## src/design/csr_params.svh

```systemverilog
`ifndef CSR_PARAMS_SVH
`define CSR_PARAMS_SVH

// Data and PC width
`define CSR_XLEN 32

// CSR address field of the instruction
`define CSR_ADDR_W 12

// Full width of mcycle/mcycleh
`define CSR_CYCLE_W 64

// MXL=1 (RV32), extensions I and U
`define CSR_MISA_VALUE 32'h4010_0100

`endif

```

## src/design/csr_pkg.sv

```systemverilog
`include "csr_params.svh"

package csr_pkg;

    typedef enum logic [1:0] {
        PRIV_U = 2'b00,
        PRIV_M = 2'b11
    } priv_mode_e;

    typedef enum logic [2:0] {
        CMD_NONE   = 3'd0,
        CMD_RW     = 3'd1,
        CMD_RS     = 3'd2,
        CMD_RC     = 3'd3,
        CMD_ECALL  = 3'd4,
        CMD_EBREAK = 3'd5,
        CMD_MRET   = 3'd6
    } csr_cmd_e;

    // Machine CSRs kept by this stage
    typedef enum logic [`CSR_ADDR_W-1:0] {
        ADDR_MSTATUS  = 12'h300,
        ADDR_MISA     = 12'h301,
        ADDR_MIE      = 12'h304,
        ADDR_MTVEC    = 12'h305,
        ADDR_MSCRATCH = 12'h340,
        ADDR_MEPC     = 12'h341,
        ADDR_MCAUSE   = 12'h342,
        ADDR_MIP      = 12'h344,
        ADDR_MCYCLE   = 12'hB00,
        ADDR_MCYCLEH  = 12'hB80,
        ADDR_CYCLE    = 12'hC00
    } csr_addr_e;

    // Interrupt causes carry the top bit
    typedef enum logic [`CSR_XLEN-1:0] {
        CAUSE_ILLEGAL_INSTRUCTION = 32'd2,
        CAUSE_BREAKPOINT          = 32'd3,
        CAUSE_ECALL_U             = 32'd8,
        CAUSE_ECALL_M             = 32'd11,
        CAUSE_MSI                 = 32'h8000_0003,
        CAUSE_MTI                 = 32'h8000_0007,
        CAUSE_MEI                 = 32'h8000_000B
    } cause_e;

endpackage

```

## src/design/csr_if.sv

```systemverilog
`include "csr_params.svh"

interface csr_if;

    // Decisions from the trap controller
    logic                   csr_we;
    logic                   trap_take;
    csr_pkg::cause_e        trap_cause;
    logic [`CSR_XLEN-1:0]   trap_epc;
    logic                   mret_take;

    // Register state back from the register file
    csr_pkg::priv_mode_e    mode;
    logic                   mstatus_mie;
    logic [`CSR_XLEN-1:0]   mtvec;
    logic [`CSR_XLEN-1:0]   mepc;

    modport regs (
        input  csr_we, trap_take, trap_cause, trap_epc, mret_take,
        output mode, mstatus_mie, mtvec, mepc
    );

    modport ctrl (
        output csr_we, trap_take, trap_cause, trap_epc, mret_take,
        input  mode, mstatus_mie, mtvec, mepc
    );

endinterface

```

## src/design/csr_regfile.sv

```systemverilog
`include "csr_params.svh"

module csr_regfile (
    input  logic                    clk,
    input  logic                    rst,
    input  logic                    valid,
    input  csr_pkg::csr_cmd_e       cmd,
    input  logic [`CSR_ADDR_W-1:0]  csr_addr,
    input  logic [`CSR_XLEN-1:0]    operand,
    input  logic                    ext_irq,
    input  logic                    soft_irq,
    input  logic                    timer_irq,
    output logic [`CSR_XLEN-1:0]    rdata_comb,
    output logic [2:0]              mip_bits,
    output logic [2:0]              mie_bits,
    csr_if.regs                     bus
);

    csr_pkg::priv_mode_e        mode_q;
    csr_pkg::priv_mode_e        mpp_q;
    logic                       mstatus_mie_q;
    logic                       mstatus_mpie_q;
    logic [2:0]                 mie_q;
    logic [2:0]                 mip_q;
    logic [`CSR_XLEN-1:0]       mtvec_q;
    logic [`CSR_XLEN-1:0]       mscratch_q;
    logic [`CSR_XLEN-1:0]       mepc_q;
    logic [`CSR_XLEN-1:0]       mcause_q;
    logic [`CSR_CYCLE_W-1:0]    cycle_q;
    logic [`CSR_CYCLE_W-1:0]    cycle_next;
    logic [`CSR_XLEN-1:0]       mstatus_word;
    logic [`CSR_XLEN-1:0]       wdata;

    // Bit order {MEI, MSI, MTI} placed at 11, 3 and 7
    function automatic logic [`CSR_XLEN-1:0] irq_word(input logic [2:0] b);
        return {20'b0, b[2], 3'b0, b[0], 3'b0, b[1], 3'b0};
    endfunction

    assign mstatus_word = {19'b0, mpp_q, 3'b0, mstatus_mpie_q, 3'b0, mstatus_mie_q, 3'b0};
    assign cycle_next   = cycle_q + 1'b1;

    // Read value before any update of this edge
    always_comb begin
        case (csr_addr)
            csr_pkg::ADDR_MSTATUS:  rdata_comb = mstatus_word;
            csr_pkg::ADDR_MISA:     rdata_comb = `CSR_MISA_VALUE;
            csr_pkg::ADDR_MIE:      rdata_comb = irq_word(mie_q);
            csr_pkg::ADDR_MTVEC:    rdata_comb = mtvec_q;
            csr_pkg::ADDR_MSCRATCH: rdata_comb = mscratch_q;
            csr_pkg::ADDR_MEPC:     rdata_comb = mepc_q;
            csr_pkg::ADDR_MCAUSE:   rdata_comb = mcause_q;
            csr_pkg::ADDR_MIP:      rdata_comb = irq_word(mip_q);
            csr_pkg::ADDR_MCYCLE,
            csr_pkg::ADDR_CYCLE:    rdata_comb = cycle_q[`CSR_XLEN-1:0];
            csr_pkg::ADDR_MCYCLEH:  rdata_comb = cycle_q[`CSR_CYCLE_W-1:`CSR_XLEN];
            default:                rdata_comb = '0;
        endcase
    end

    always_comb begin
        case (cmd)
            csr_pkg::CMD_RW: wdata = operand;
            csr_pkg::CMD_RS: wdata = rdata_comb | operand;
            csr_pkg::CMD_RC: wdata = rdata_comb & ~operand;
            default:         wdata = rdata_comb;
        endcase
    end

    always_ff @(posedge clk) begin
        if (rst) begin
            mode_q         <= csr_pkg::PRIV_M;
            mpp_q          <= csr_pkg::PRIV_U;
            mstatus_mie_q  <= 1'b0;
            mstatus_mpie_q <= 1'b0;
            mie_q          <= '0;
            mip_q          <= '0;
            mtvec_q        <= '0;
            mscratch_q     <= '0;
            mepc_q         <= '0;
            mcause_q       <= '0;
            cycle_q        <= '0;
        end else begin
            // Pins land in mip on every edge
            mip_q   <= {ext_irq, soft_irq, timer_irq};
            cycle_q <= cycle_next;
            if (valid && bus.trap_take) begin
                mepc_q         <= bus.trap_epc;
                mcause_q       <= bus.trap_cause;
                mstatus_mpie_q <= mstatus_mie_q;
                mstatus_mie_q  <= 1'b0;
                mpp_q          <= mode_q;
                mode_q         <= csr_pkg::PRIV_M;
            end else if (valid && bus.mret_take) begin
                mode_q         <= mpp_q;
                mstatus_mie_q  <= mstatus_mpie_q;
                mstatus_mpie_q <= 1'b1;
                mpp_q          <= csr_pkg::PRIV_U;
            end else if (valid && bus.csr_we) begin
                case (csr_addr)
                    csr_pkg::ADDR_MSTATUS: begin
                        mstatus_mie_q  <= wdata[3];
                        mstatus_mpie_q <= wdata[7];
                        // Only U and M exist, anything but 3 maps to U
                        mpp_q <= (wdata[12:11] == 2'b11) ? csr_pkg::PRIV_M : csr_pkg::PRIV_U;
                    end
                    csr_pkg::ADDR_MIE:      mie_q      <= {wdata[11], wdata[3], wdata[7]};
                    csr_pkg::ADDR_MTVEC:    mtvec_q    <= wdata;
                    csr_pkg::ADDR_MSCRATCH: mscratch_q <= wdata;
                    csr_pkg::ADDR_MEPC:     mepc_q     <= {wdata[`CSR_XLEN-1:2], 2'b00};
                    csr_pkg::ADDR_MCAUSE:   mcause_q   <= wdata;
                    csr_pkg::ADDR_MCYCLE:
                        cycle_q <= {cycle_next[`CSR_CYCLE_W-1:`CSR_XLEN], wdata};
                    csr_pkg::ADDR_MCYCLEH:
                        cycle_q <= {wdata, cycle_next[`CSR_XLEN-1:0]};
                    default: begin
                    end
                endcase
            end
        end
    end

    assign mip_bits        = mip_q;
    assign mie_bits        = mie_q;
    assign bus.mode        = mode_q;
    assign bus.mstatus_mie = mstatus_mie_q;
    assign bus.mtvec       = mtvec_q;
    assign bus.mepc        = mepc_q;

endmodule

```

## src/design/irq_select.sv

```systemverilog
module irq_select (
    input  logic                    [2:0] mip_bits,
    input  logic                    [2:0] mie_bits,
    input  logic                    mstatus_mie,
    input  csr_pkg::priv_mode_e     mode,
    output logic                    irq_pending,
    output csr_pkg::cause_e         irq_cause
);

    logic       global_en;
    logic [2:0] enabled;

    // U mode always takes machine interrupts
    assign global_en   = (mode == csr_pkg::PRIV_M) ? mstatus_mie : 1'b1;
    assign enabled     = mip_bits & mie_bits & {3{global_en}};
    assign irq_pending = |enabled;

    // External beats software, software beats timer
    always_comb begin
        if (enabled[2]) begin
            irq_cause = csr_pkg::CAUSE_MEI;
        end else if (enabled[1]) begin
            irq_cause = csr_pkg::CAUSE_MSI;
        end else begin
            irq_cause = csr_pkg::CAUSE_MTI;
        end
    end

endmodule

```

## src/design/trap_ctrl.sv

```systemverilog
`include "csr_params.svh"

module trap_ctrl (
    input  logic                    clk,
    input  logic                    rst,
    input  logic                    valid,
    input  csr_pkg::csr_cmd_e       cmd,
    input  logic [`CSR_ADDR_W-1:0]  csr_addr,
    input  logic [`CSR_XLEN-1:0]    pc,
    input  logic                    expt_valid,
    input  csr_pkg::cause_e         expt_cause,
    input  logic                    irq_pending,
    input  csr_pkg::cause_e         irq_cause,
    input  logic [`CSR_XLEN-1:0]    rdata_comb,
    output logic                    rsp_valid,
    output logic [`CSR_XLEN-1:0]    rdata,
    output logic                    trap,
    output logic                    xret,
    output logic [`CSR_XLEN-1:0]    target_pc,
    csr_if.ctrl                     bus
);

    logic                   cmd_is_write;
    logic                   addr_illegal;
    logic                   mret_illegal;
    logic                   expt_raise;
    logic                   irq_take;
    csr_pkg::cause_e        expt_code;
    logic [`CSR_XLEN-1:0]   vec_base;
    logic [`CSR_XLEN-1:0]   trap_vector;
    logic [`CSR_XLEN-1:0]   next_target;

    assign cmd_is_write = (cmd == csr_pkg::CMD_RW) || (cmd == csr_pkg::CMD_RS) ||
                          (cmd == csr_pkg::CMD_RC);

    // Read-only space, or privilege field above the current mode
    assign addr_illegal = (&csr_addr[11:10]) || (csr_addr[9:8] > bus.mode);
    assign mret_illegal = (cmd == csr_pkg::CMD_MRET) && (bus.mode == csr_pkg::PRIV_U);

    assign expt_raise = valid && (expt_valid || cmd == csr_pkg::CMD_ECALL ||
                        cmd == csr_pkg::CMD_EBREAK || (cmd_is_write && addr_illegal) ||
                        mret_illegal);

    // Incoming exception beats anything raised here
    always_comb begin
        if (expt_valid) begin
            expt_code = expt_cause;
        end else if (cmd == csr_pkg::CMD_ECALL) begin
            expt_code = (bus.mode == csr_pkg::PRIV_M) ? csr_pkg::CAUSE_ECALL_M
                                                      : csr_pkg::CAUSE_ECALL_U;
        end else if (cmd == csr_pkg::CMD_EBREAK) begin
            expt_code = csr_pkg::CAUSE_BREAKPOINT;
        end else begin
            expt_code = csr_pkg::CAUSE_ILLEGAL_INSTRUCTION;
        end
    end

    assign irq_take       = valid && !expt_raise && irq_pending;
    assign bus.trap_take  = expt_raise || irq_take;
    assign bus.trap_cause = expt_raise ? expt_code : irq_cause;
    assign bus.trap_epc   = pc;
    assign bus.csr_we     = valid && cmd_is_write && !bus.trap_take;
    assign bus.mret_take  = valid && (cmd == csr_pkg::CMD_MRET) && !bus.trap_take;

    // Vectored mode only offsets interrupts, cause bit 31 shifts out
    assign vec_base    = {bus.mtvec[`CSR_XLEN-1:2], 2'b00};
    assign trap_vector = (bus.mtvec[0] && irq_take)
                       ? vec_base + {bus.trap_cause[`CSR_XLEN-3:0], 2'b00}
                       : vec_base;

    always_comb begin
        if (bus.trap_take) begin
            next_target = trap_vector;
        end else if (bus.mret_take) begin
            next_target = bus.mepc;
        end else begin
            next_target = '0;
        end
    end

    always_ff @(posedge clk) begin
        if (rst) begin
            rsp_valid <= 1'b0;
            trap      <= 1'b0;
            xret      <= 1'b0;
            target_pc <= '0;
        end else begin
            rsp_valid <= valid;
            trap      <= bus.trap_take;
            xret      <= bus.mret_take;
            target_pc <= next_target;
        end
    end

    // Trapped instructions return zero
    always_ff @(posedge clk) begin
        rdata <= bus.trap_take ? '0 : rdata_comb;
    end

endmodule

```

## src/design/csr_stage.sv

```systemverilog
`include "csr_params.svh"

module csr_stage (
    input  logic                    clk,
    input  logic                    rst,
    input  logic                    valid,
    input  csr_pkg::csr_cmd_e       cmd,
    input  logic [`CSR_ADDR_W-1:0]  csr_addr,
    input  logic [`CSR_XLEN-1:0]    operand,
    input  logic [`CSR_XLEN-1:0]    pc,
    input  logic                    expt_valid,
    input  csr_pkg::cause_e         expt_cause,
    input  logic                    ext_irq,
    input  logic                    soft_irq,
    input  logic                    timer_irq,
    output logic                    rsp_valid,
    output logic [`CSR_XLEN-1:0]    rdata,
    output logic                    trap,
    output logic                    xret,
    output logic [`CSR_XLEN-1:0]    target_pc,
    output csr_pkg::priv_mode_e     priv_mode
);

    csr_if                  csr_bus ();

    logic [`CSR_XLEN-1:0]   rdata_comb;
    logic [2:0]             mip_bits;
    logic [2:0]             mie_bits;
    logic                   irq_pending;
    csr_pkg::cause_e        irq_cause;

    csr_regfile u_regfile (
        .clk        (clk),
        .rst        (rst),
        .valid      (valid),
        .cmd        (cmd),
        .csr_addr   (csr_addr),
        .operand    (operand),
        .ext_irq    (ext_irq),
        .soft_irq   (soft_irq),
        .timer_irq  (timer_irq),
        .rdata_comb (rdata_comb),
        .mip_bits   (mip_bits),
        .mie_bits   (mie_bits),
        .bus        (csr_bus.regs)
    );

    irq_select u_irq_select (
        .mip_bits    (mip_bits),
        .mie_bits    (mie_bits),
        .mstatus_mie (csr_bus.mstatus_mie),
        .mode        (csr_bus.mode),
        .irq_pending (irq_pending),
        .irq_cause   (irq_cause)
    );

    trap_ctrl u_trap_ctrl (
        .clk         (clk),
        .rst         (rst),
        .valid       (valid),
        .cmd         (cmd),
        .csr_addr    (csr_addr),
        .pc          (pc),
        .expt_valid  (expt_valid),
        .expt_cause  (expt_cause),
        .irq_pending (irq_pending),
        .irq_cause   (irq_cause),
        .rdata_comb  (rdata_comb),
        .rsp_valid   (rsp_valid),
        .rdata       (rdata),
        .trap        (trap),
        .xret        (xret),
        .target_pc   (target_pc),
        .bus         (csr_bus.ctrl)
    );

    assign priv_mode = csr_bus.mode;

endmodule

```

## config.mk

```make
export PLATFORM = sky130hd
export DESIGN_NAME = csr_stage
export DESIGN_NICKNAME = d
export VERILOG_FILES = /design/src/design/csr_pkg.sv /design/src/design/csr_if.sv /design/src/design/csr_regfile.sv /design/src/design/irq_select.sv /design/src/design/trap_ctrl.sv /design/src/design/csr_stage.sv
export VERILOG_INCLUDE_DIRS = /design/src /design/src/design
export SDC_FILE = /design/constraint.sdc
export NUM_CORES = 1
export LEC_CHECK = 0
export BUFFER_PORTS_ARGS = -buffer_cell sky130_fd_sc_hd__clkbuf_2
export CORE_MARGIN = 2
export CORE_UTILIZATION = 23
export DETAILED_ROUTE_END_ITERATION = 7
export PLACE_DENSITY_LB_ADDON = 0.12
export SYNTH_ARGS = -nofsm -noshare
export SYNTH_HDL_FRONTEND = slang
export SYNTH_SLANG_ARGS = --single-unit
export TNS_END_PERCENT = 30
```

## constraint.sdc

```tcl
create_clock -name clk -period 7.79 [get_ports clk]
set_input_delay 0.779 -clock clk [delete_from_list [all_inputs] [get_ports clk]]
set_output_delay 0.779 -clock clk [all_outputs]
set_load 0.02 [all_outputs]
```

# Word-level counts from Yosys, hierarchy flattened
# Cells that the tools add are included.
[classes] n_addsub=2 mul=0 div_mod_pow=0 order_cmp=1 n_eq_ne=20 shifts=0 mux=37 bitwise=7 reduce_logical=42
[op_table] operator="32-bit two-way mux" count=15
[op_table] operator="32-bit one-hot mux with 10 select lines" count=1
[op_table] operator="64-bit two-way mux" count=3
[op_table] operator="64-bit one-hot mux with 2 select lines" count=1
[op_table] operator="12-bit by 10-bit == test with 1-bit output (second input constant)" count=8
[op_table] operator="32-bit one-hot mux with 3 select lines" count=1
[op_table] operator="64-bit by 1-bit adder with 64-bit output (second input constant)" count=1
[op_table] operator="12-bit == test (second input constant)" count=3
[op_table] operator="32-bit adder" count=1
[op_table] operator="32-bit AND" count=1
[op_table] operator="32-bit inverter" count=1
[op_table] operator="32-bit bitwise OR" count=1
[op_table] operator="1-bit logical AND" count=13
[op_table] operator="2-bit two-way mux" count=6
[op_table] operator="4-bit AND reduction" count=3
[op_table] operator="2-bit nonzero test" count=5
[op_table] operator="3-bit == test (second input constant)" count=3
[op_table] operator="1-bit two-way mux" count=9
[op_table] operator="1-bit logical OR" count=8
[op_table] operator="3-bit AND" count=2
[op_table] operator="3-bit by 2-bit == test with 1-bit output (second input constant)" count=2
[op_table] operator="2-bit AND reduction" count=3
[op_table] operator="3-bit AND reduction" count=2
[op_table] operator="3-bit nonzero test" count=2
[op_table] operator="other kinds (10)" count=14
[word_totals] register_bits=271 latchBits=0 ram_bits=0 mem_bits_ro=0 input_bits=118 word_cells=125 n_memories=0

# Depth between registers and ports, before layout
[logic_depth] word_depth=17 depth_mapped=22

# By module
# A second synthesis with hierarchy kept.
[unflattened] cells_unflattened=1931 area_unflattened_um2=15672.5
[modules_own_cells] module="csr_regfile" instances=1 cells_per_inst=1322 area_each_um2=10899.2 seq_area_each_um2=4083.9
[modules_own_cells] module="trap_ctrl" instances=1 cells_per_inst=570 area_each_um2=4503.1 seq_area_each_um2=1341.3
[modules_own_cells] module="irq_select" instances=1 cells_per_inst=39 area_each_um2=270.3 seq_area_each_um2=0.0

# Worst setup path before layout
# Ideal clock, no wire load.
[synth_path] kind="input to register" startpoint="in csr_addr[9]" endpoint="reg u_trap_ctrl.target_pc[30]" setup_time_ns=0.128 arrival_ns=4.485 required_ns=7.662 slack_ns=3.177 path_stages=18 n_path_buf=0 cell_sequence="ha_1 nor2b_1 o21ai_0 a21oi_1 o22ai_1 nand2_1 nand2_1 mux2i_1 ha_1 nor2b_1 o31a_1 o21ai_0 a21oi_1 or4b_2 a311o_1 o31ai_1 xor2_1 o21ai_0"
[synth_via] elab_chain_len=14 word_cells_on_any_way=18
[synth_rtl] item="start: declaration" line="csr_stage.sv:8" source="input logic [`CSR_ADDR_W-1:0] csr_addr,"
[synth_rtl] item="2-bit greater-than comparator *" line="trap_ctrl.sv:37" source="assign addr_illegal = (&csr_addr[11:10]) || (csr_addr[9:8] > bus.mode);"
[synth_rtl] item="1-bit logical OR *" line="trap_ctrl.sv:37"
[synth_rtl] item="1-bit logical AND *" line="trap_ctrl.sv:41" source="cmd == csr_pkg::CMD_EBREAK || (cmd_is_write && addr_illegal) ||"
[synth_rtl] item="1-bit logical OR * (2 in a row)" line="trap_ctrl.sv:41"
[synth_rtl] item="1-bit logical AND *" line="trap_ctrl.sv:40" source="assign expt_raise = valid && (expt_valid || cmd == csr_pkg::CMD_ECALL ||"
[synth_rtl] item="branches (longest 7 deep; another with 32-bit adder)"
[synth_rtl] item="32-bit two-way mux *" line="trap_ctrl.sv:72" source="if (bus.trap_take) begin"
[synth_rtl] item="end signal: assignment" line="trap_ctrl.sv:91" source="target_pc <= next_target;"
[synth_rtl] item="end: declaration" line="trap_ctrl.sv:19" source="output logic [`CSR_XLEN-1:0] target_pc,"
# Every way passes the cells marked *.
# A chain may end at the register's enable or synchronous reset.

# Final worst setup path
[layout_path] startpoint="reg u_regfile.mode_q[1] (netlist: u_regfile.bus.mode[1])" endpoint="reg u_trap_ctrl.target_pc[30]"
[layout_via] elab_chain_len=14 word_cells_on_any_way=29
[layout_rtl] item="start: declaration" line="csr_regfile.sv:19" source="csr_pkg::priv_mode_e mode_q;"
[layout_rtl] item="start signal: assignment" line="csr_regfile.sv:71" source="mode_q <= csr_pkg::PRIV_M;"
[layout_rtl] item="start signal: assignment" line="csr_regfile.sv:92" source="mode_q <= csr_pkg::PRIV_M;"
[layout_rtl] item="start signal: assignment" line="csr_regfile.sv:94" source="mode_q <= mpp_q;"
[layout_rtl] item="branches (longest 13 deep; another with 32-bit adder)"
[layout_rtl] item="32-bit two-way mux *" line="trap_ctrl.sv:72"
# Marks and branches as above.

==> metrics.txt <==
CTS tree=yes; Synth Cell Area=0.0150 sq mm; final hold vios=0; Post-Syn Instances=1884; chip width=259 um; PD cells=194 mW/mm^2; Yosys cell types=79; R2R cell count=19; # clock sinks=271; Placeable Area=0.0645 sq mm; Starting Density=23.2%; Final setup viols=0; most common cell after layout, fill and taps aside=nor2_1; Clock Latency Late Sink=0.56 ns; die height=259 um; met1 Use GR=27.5%; drt drc=0; CP max FO=6; Placed Instance Area=0.0167 sq mm; RSZ-0062 raised after global routing=false; Setup crit end kind=flop; share of cells above drive strength 1=16.9%; syn nets=2035; Peak Freq=187 MHz; largest net degree at the start of global routing=84; global route total overflow=0; global route hottest layer=met2; worst endpoint data arrival time=5.75 ns; main flop type after synthesis=dfxtp_1; H-tree Lvls=2; Reg clk slew, reported paths=0.06 ns; placed wire-length estimate=50.2 mm; Sw Pwr=approximately 920 uW; Peak VDD IR=about 120 uV; static leakage=0.00667 uW; Num CTS Buffers=36; R2R Path End=u_trap_ctrl.target_pc[30]$_SDFF_PP0_; Sw Ratio=a little over a quarter; clock root buffer=clkbuf_16; DR pass1 iterations=5; HP Start=soft_irq; Hold Crit Class=primary input to flop; P_int=2550 uW; # Max-Cap Violations=0; Final #Nets=2153; Avg Cell Area, Syn=7.95 sq um; initial drt markers=between 1k and 1.5k; Storage cell area=0.00543 sq mm; wirelength, routed=70.8 mm; gp weighted congestion=0.921; area of all placed cells without fillers=~0.018 sq mm; GR Util All Layers=20.6%; Layout area overhead=19.4%; Layout fillers=7145; Gate power share=9.1%; WHS Endpoint=u_regfile.mip_bits[1]$_SDFF_PP0_; full die area=0.0672 sq mm; vias per cell=5.20; clk_skew=0.0214 ns; post-layout min period=approximately 5.3 ns; global-route track usage on met3=2.84%; cts hold-fix bufs=0; io pins=187; Seq pwr share=41.7%; crit path launch type=flop; area taken by multi-input logic gates=0.00895 sq mm; vias in the first global route=14.6k; post-CTS sizing=0; flops & latches, synth=271; drt wl/cell=24.6 um; GR Util met2=between 30% and 40%; port buffer count=around 190; Slew Limit Fails=0; Worst EP required=8.20 ns; Seq/Total Area, Yosys=36.2%; Via Count=15.0k; slew margin rel.=27.6%; reg2reg start=u_regfile.bus.mode[1]$_SDFFE_PP1P_; initial antenna violation count=0; ys async rst share=0%; status=completed; most frequent cells in the layout=300 x nor2_1, 271 x dfxtp_1, 245 x nand2_1, 185 x clkbuf_2, 94 x a211oi_1; post-CTS setup buffers=0; Clk network pwr share=49.2%; Final ANT Viol Nets=0; TNS Setup=0 ns; cell count of the worst hold path=2; Fin Hold WS=0.457 ns; r2r setup slk=2.45 ns; Synth warnings=0; Tot Pwr=around 3500 uW; buffers from clock root to sink, at most=3; final worst-path cycle share=68.5%; Slew @ Worst Pin=roughly 1.1 ns; row cnt=93; first-pass GRT wire length=between 100 and 150 mm; Crit Path Class=flop to flop; number of synthesized flops with an enable pin=0
per-stage QoR:
| step | worst slack (ns) | cells | utilization, % |
|---|---|---|---|
| finish | 2.45 | 2880 | 27.7 |
| detailed placement | 2.02 | 2819 | 25.9 |
| CTS | 2.41 | 2879 | 27.7 |
| global route | 2.04 | 2879 | 27.7 |
| floorplan | 3.18 | 1884 | - |
| global placement | 2.05 | 2819 | 25.9 |
critical path, stage by stage, from the launching register on:
cell	delay (ns)
dfxtp_1	0.40
inv_1	0.11
ha_1	0.29
nor2b_1	0.13
o21ai_0	0.28
a21oi_1	0.11
o22ai_1	0.38
nand2_1	0.15
nand2_1	0.18
mux2i_1	0.29
ha_1	0.30
nor2b_1	0.17
o31a_1	0.30
o21ai_0	0.49
a21oi_1	0.14
or4b_2	0.65
a311o_1	0.32
o31ai_1	0.24
xor2_1	0.16
o21ai_0	0.08
worst max-delay path by stage:
stage / startpoint / endpoint / slack [ns]
floorplan: csr_addr[9] / u_trap_ctrl.target_pc[30]$_SDFF_PP0_ / 3.18
CTS: u_regfile.bus.mode[1]$_SDFFE_PP1P_ / u_trap_ctrl.target_pc[30]$_SDFF_PP0_ / 2.41
global placement: csr_addr[9] / u_trap_ctrl.target_pc[30]$_SDFF_PP0_ / 2.05
finish: u_regfile.bus.mode[1]$_SDFFE_PP1P_ / u_trap_ctrl.target_pc[30]$_SDFF_PP0_ / 2.45
global route: u_regfile.bus.mode[1]$_SDFFE_PP1P_ / u_trap_ctrl.target_pc[30]$_SDFF_PP0_ / 2.04
detailed placement: csr_addr[9] / u_trap_ctrl.target_pc[30]$_SDFF_PP0_ / 2.02
state kept, by name (all words and copies together) (netlist names), 2 cells and up:
name                   flops
u_regfile.mpp_q            2
u_regfile.mie_bits         3
u_regfile.cycle_q         64
u_regfile.mscratch_q      32
u_trap_ctrl.rdata         32
u_regfile.bus.mtvec       32
u_trap_ctrl.target_pc     32
u_regfile.bus.mode         2
u_regfile.mcause_q        32
u_regfile.bus.mepc        32
u_regfile.mip_bits         3
routing by layer:
| layer | routed length [um] | up-vias | share of wire [%] |
|---|---|---|---|
| met2 | 33900 | 514 | 48 |
| met3 | 3600 | 67 | 5.1 |
| met5 | 0 | - | 0 |
| li1 | - | 7067 | - |
| met1 | 31700 | 7335 | 45 |
| met4 | 1560 | 0 | 2.2 |
area by class of cell:
| type | count | area share, % |
|---|---|---|
| well taps | 855 | 5.99 |
| repair buffers | 218 | 6.59 |
| inverters | 23 | 0.483 |
| diodes | 1 | 0.0140 |
| flip-flops and latches | 271 | 30.4 |
| clock buffers | 53 | 5.91 |
| clock inverters | 7 | 0.616 |
| multi-input cells | 1452 | 50.1 |
power by group through the flow:
stage	sequential (uW)	combinational, uW	clock, uW
after floorplan	1460	184	0
after global placement	1480	315	0
after detailed placement	1480	316	0
after CTS	1450	317	1750
after global routing	1450	342	1810
final	1450	316	1710
synthesized netlist by cell type (all sizes together) (3+ instances only):
cell type	count	area (sq um)
a2111oi	3	38.8
a211oi	110	996
a21o	11	82.6
a21oi	84	420
a221o	36	379
a221oi	26	234
a222oi	10	100
a22o	16	140
a22oi	15	113
a311oi	32	293
a31oi	7	43.8
a32o	15	150
a32oi	6	52.6
and2	13	81.3
and3	39	244
and4	13	114
buf	28	179
clkbuf	110	414
dfxtp	271	5430
ha	32	400
inv	22	82.6
mux2i	12	120
nand2	251	950
nand2b	4	25.0
nand3	38	195
nand3b	5	37.5
nand4	28	175
nor2	303	1140
nor2b	21	131
nor3	93	470
nor3b	4	30.0
nor4	13	96.3
o211ai	3	22.5
o21a	12	90.1
o21ai	65	325
o21bai	7	52.6
o31ai	3	22.5
or2	4	25.0
or3	6	37.5
or4b	3	33.8
xnor2	41	359
xor2	43	377
logic make-up after synthesis:
logic type               share of synthesized area (%)
flip-flops                                        36.2
XOR/XNOR                                          4.91
multiplexers                                      1.10
adder cells (fa/ha/maj)                           2.81
buffers and inverters                             4.54
AO/OA/AOI/OAI                                     24.4
AND/OR/NAND/NOR                                   26.0
Power figures use the tool's default switching activity.
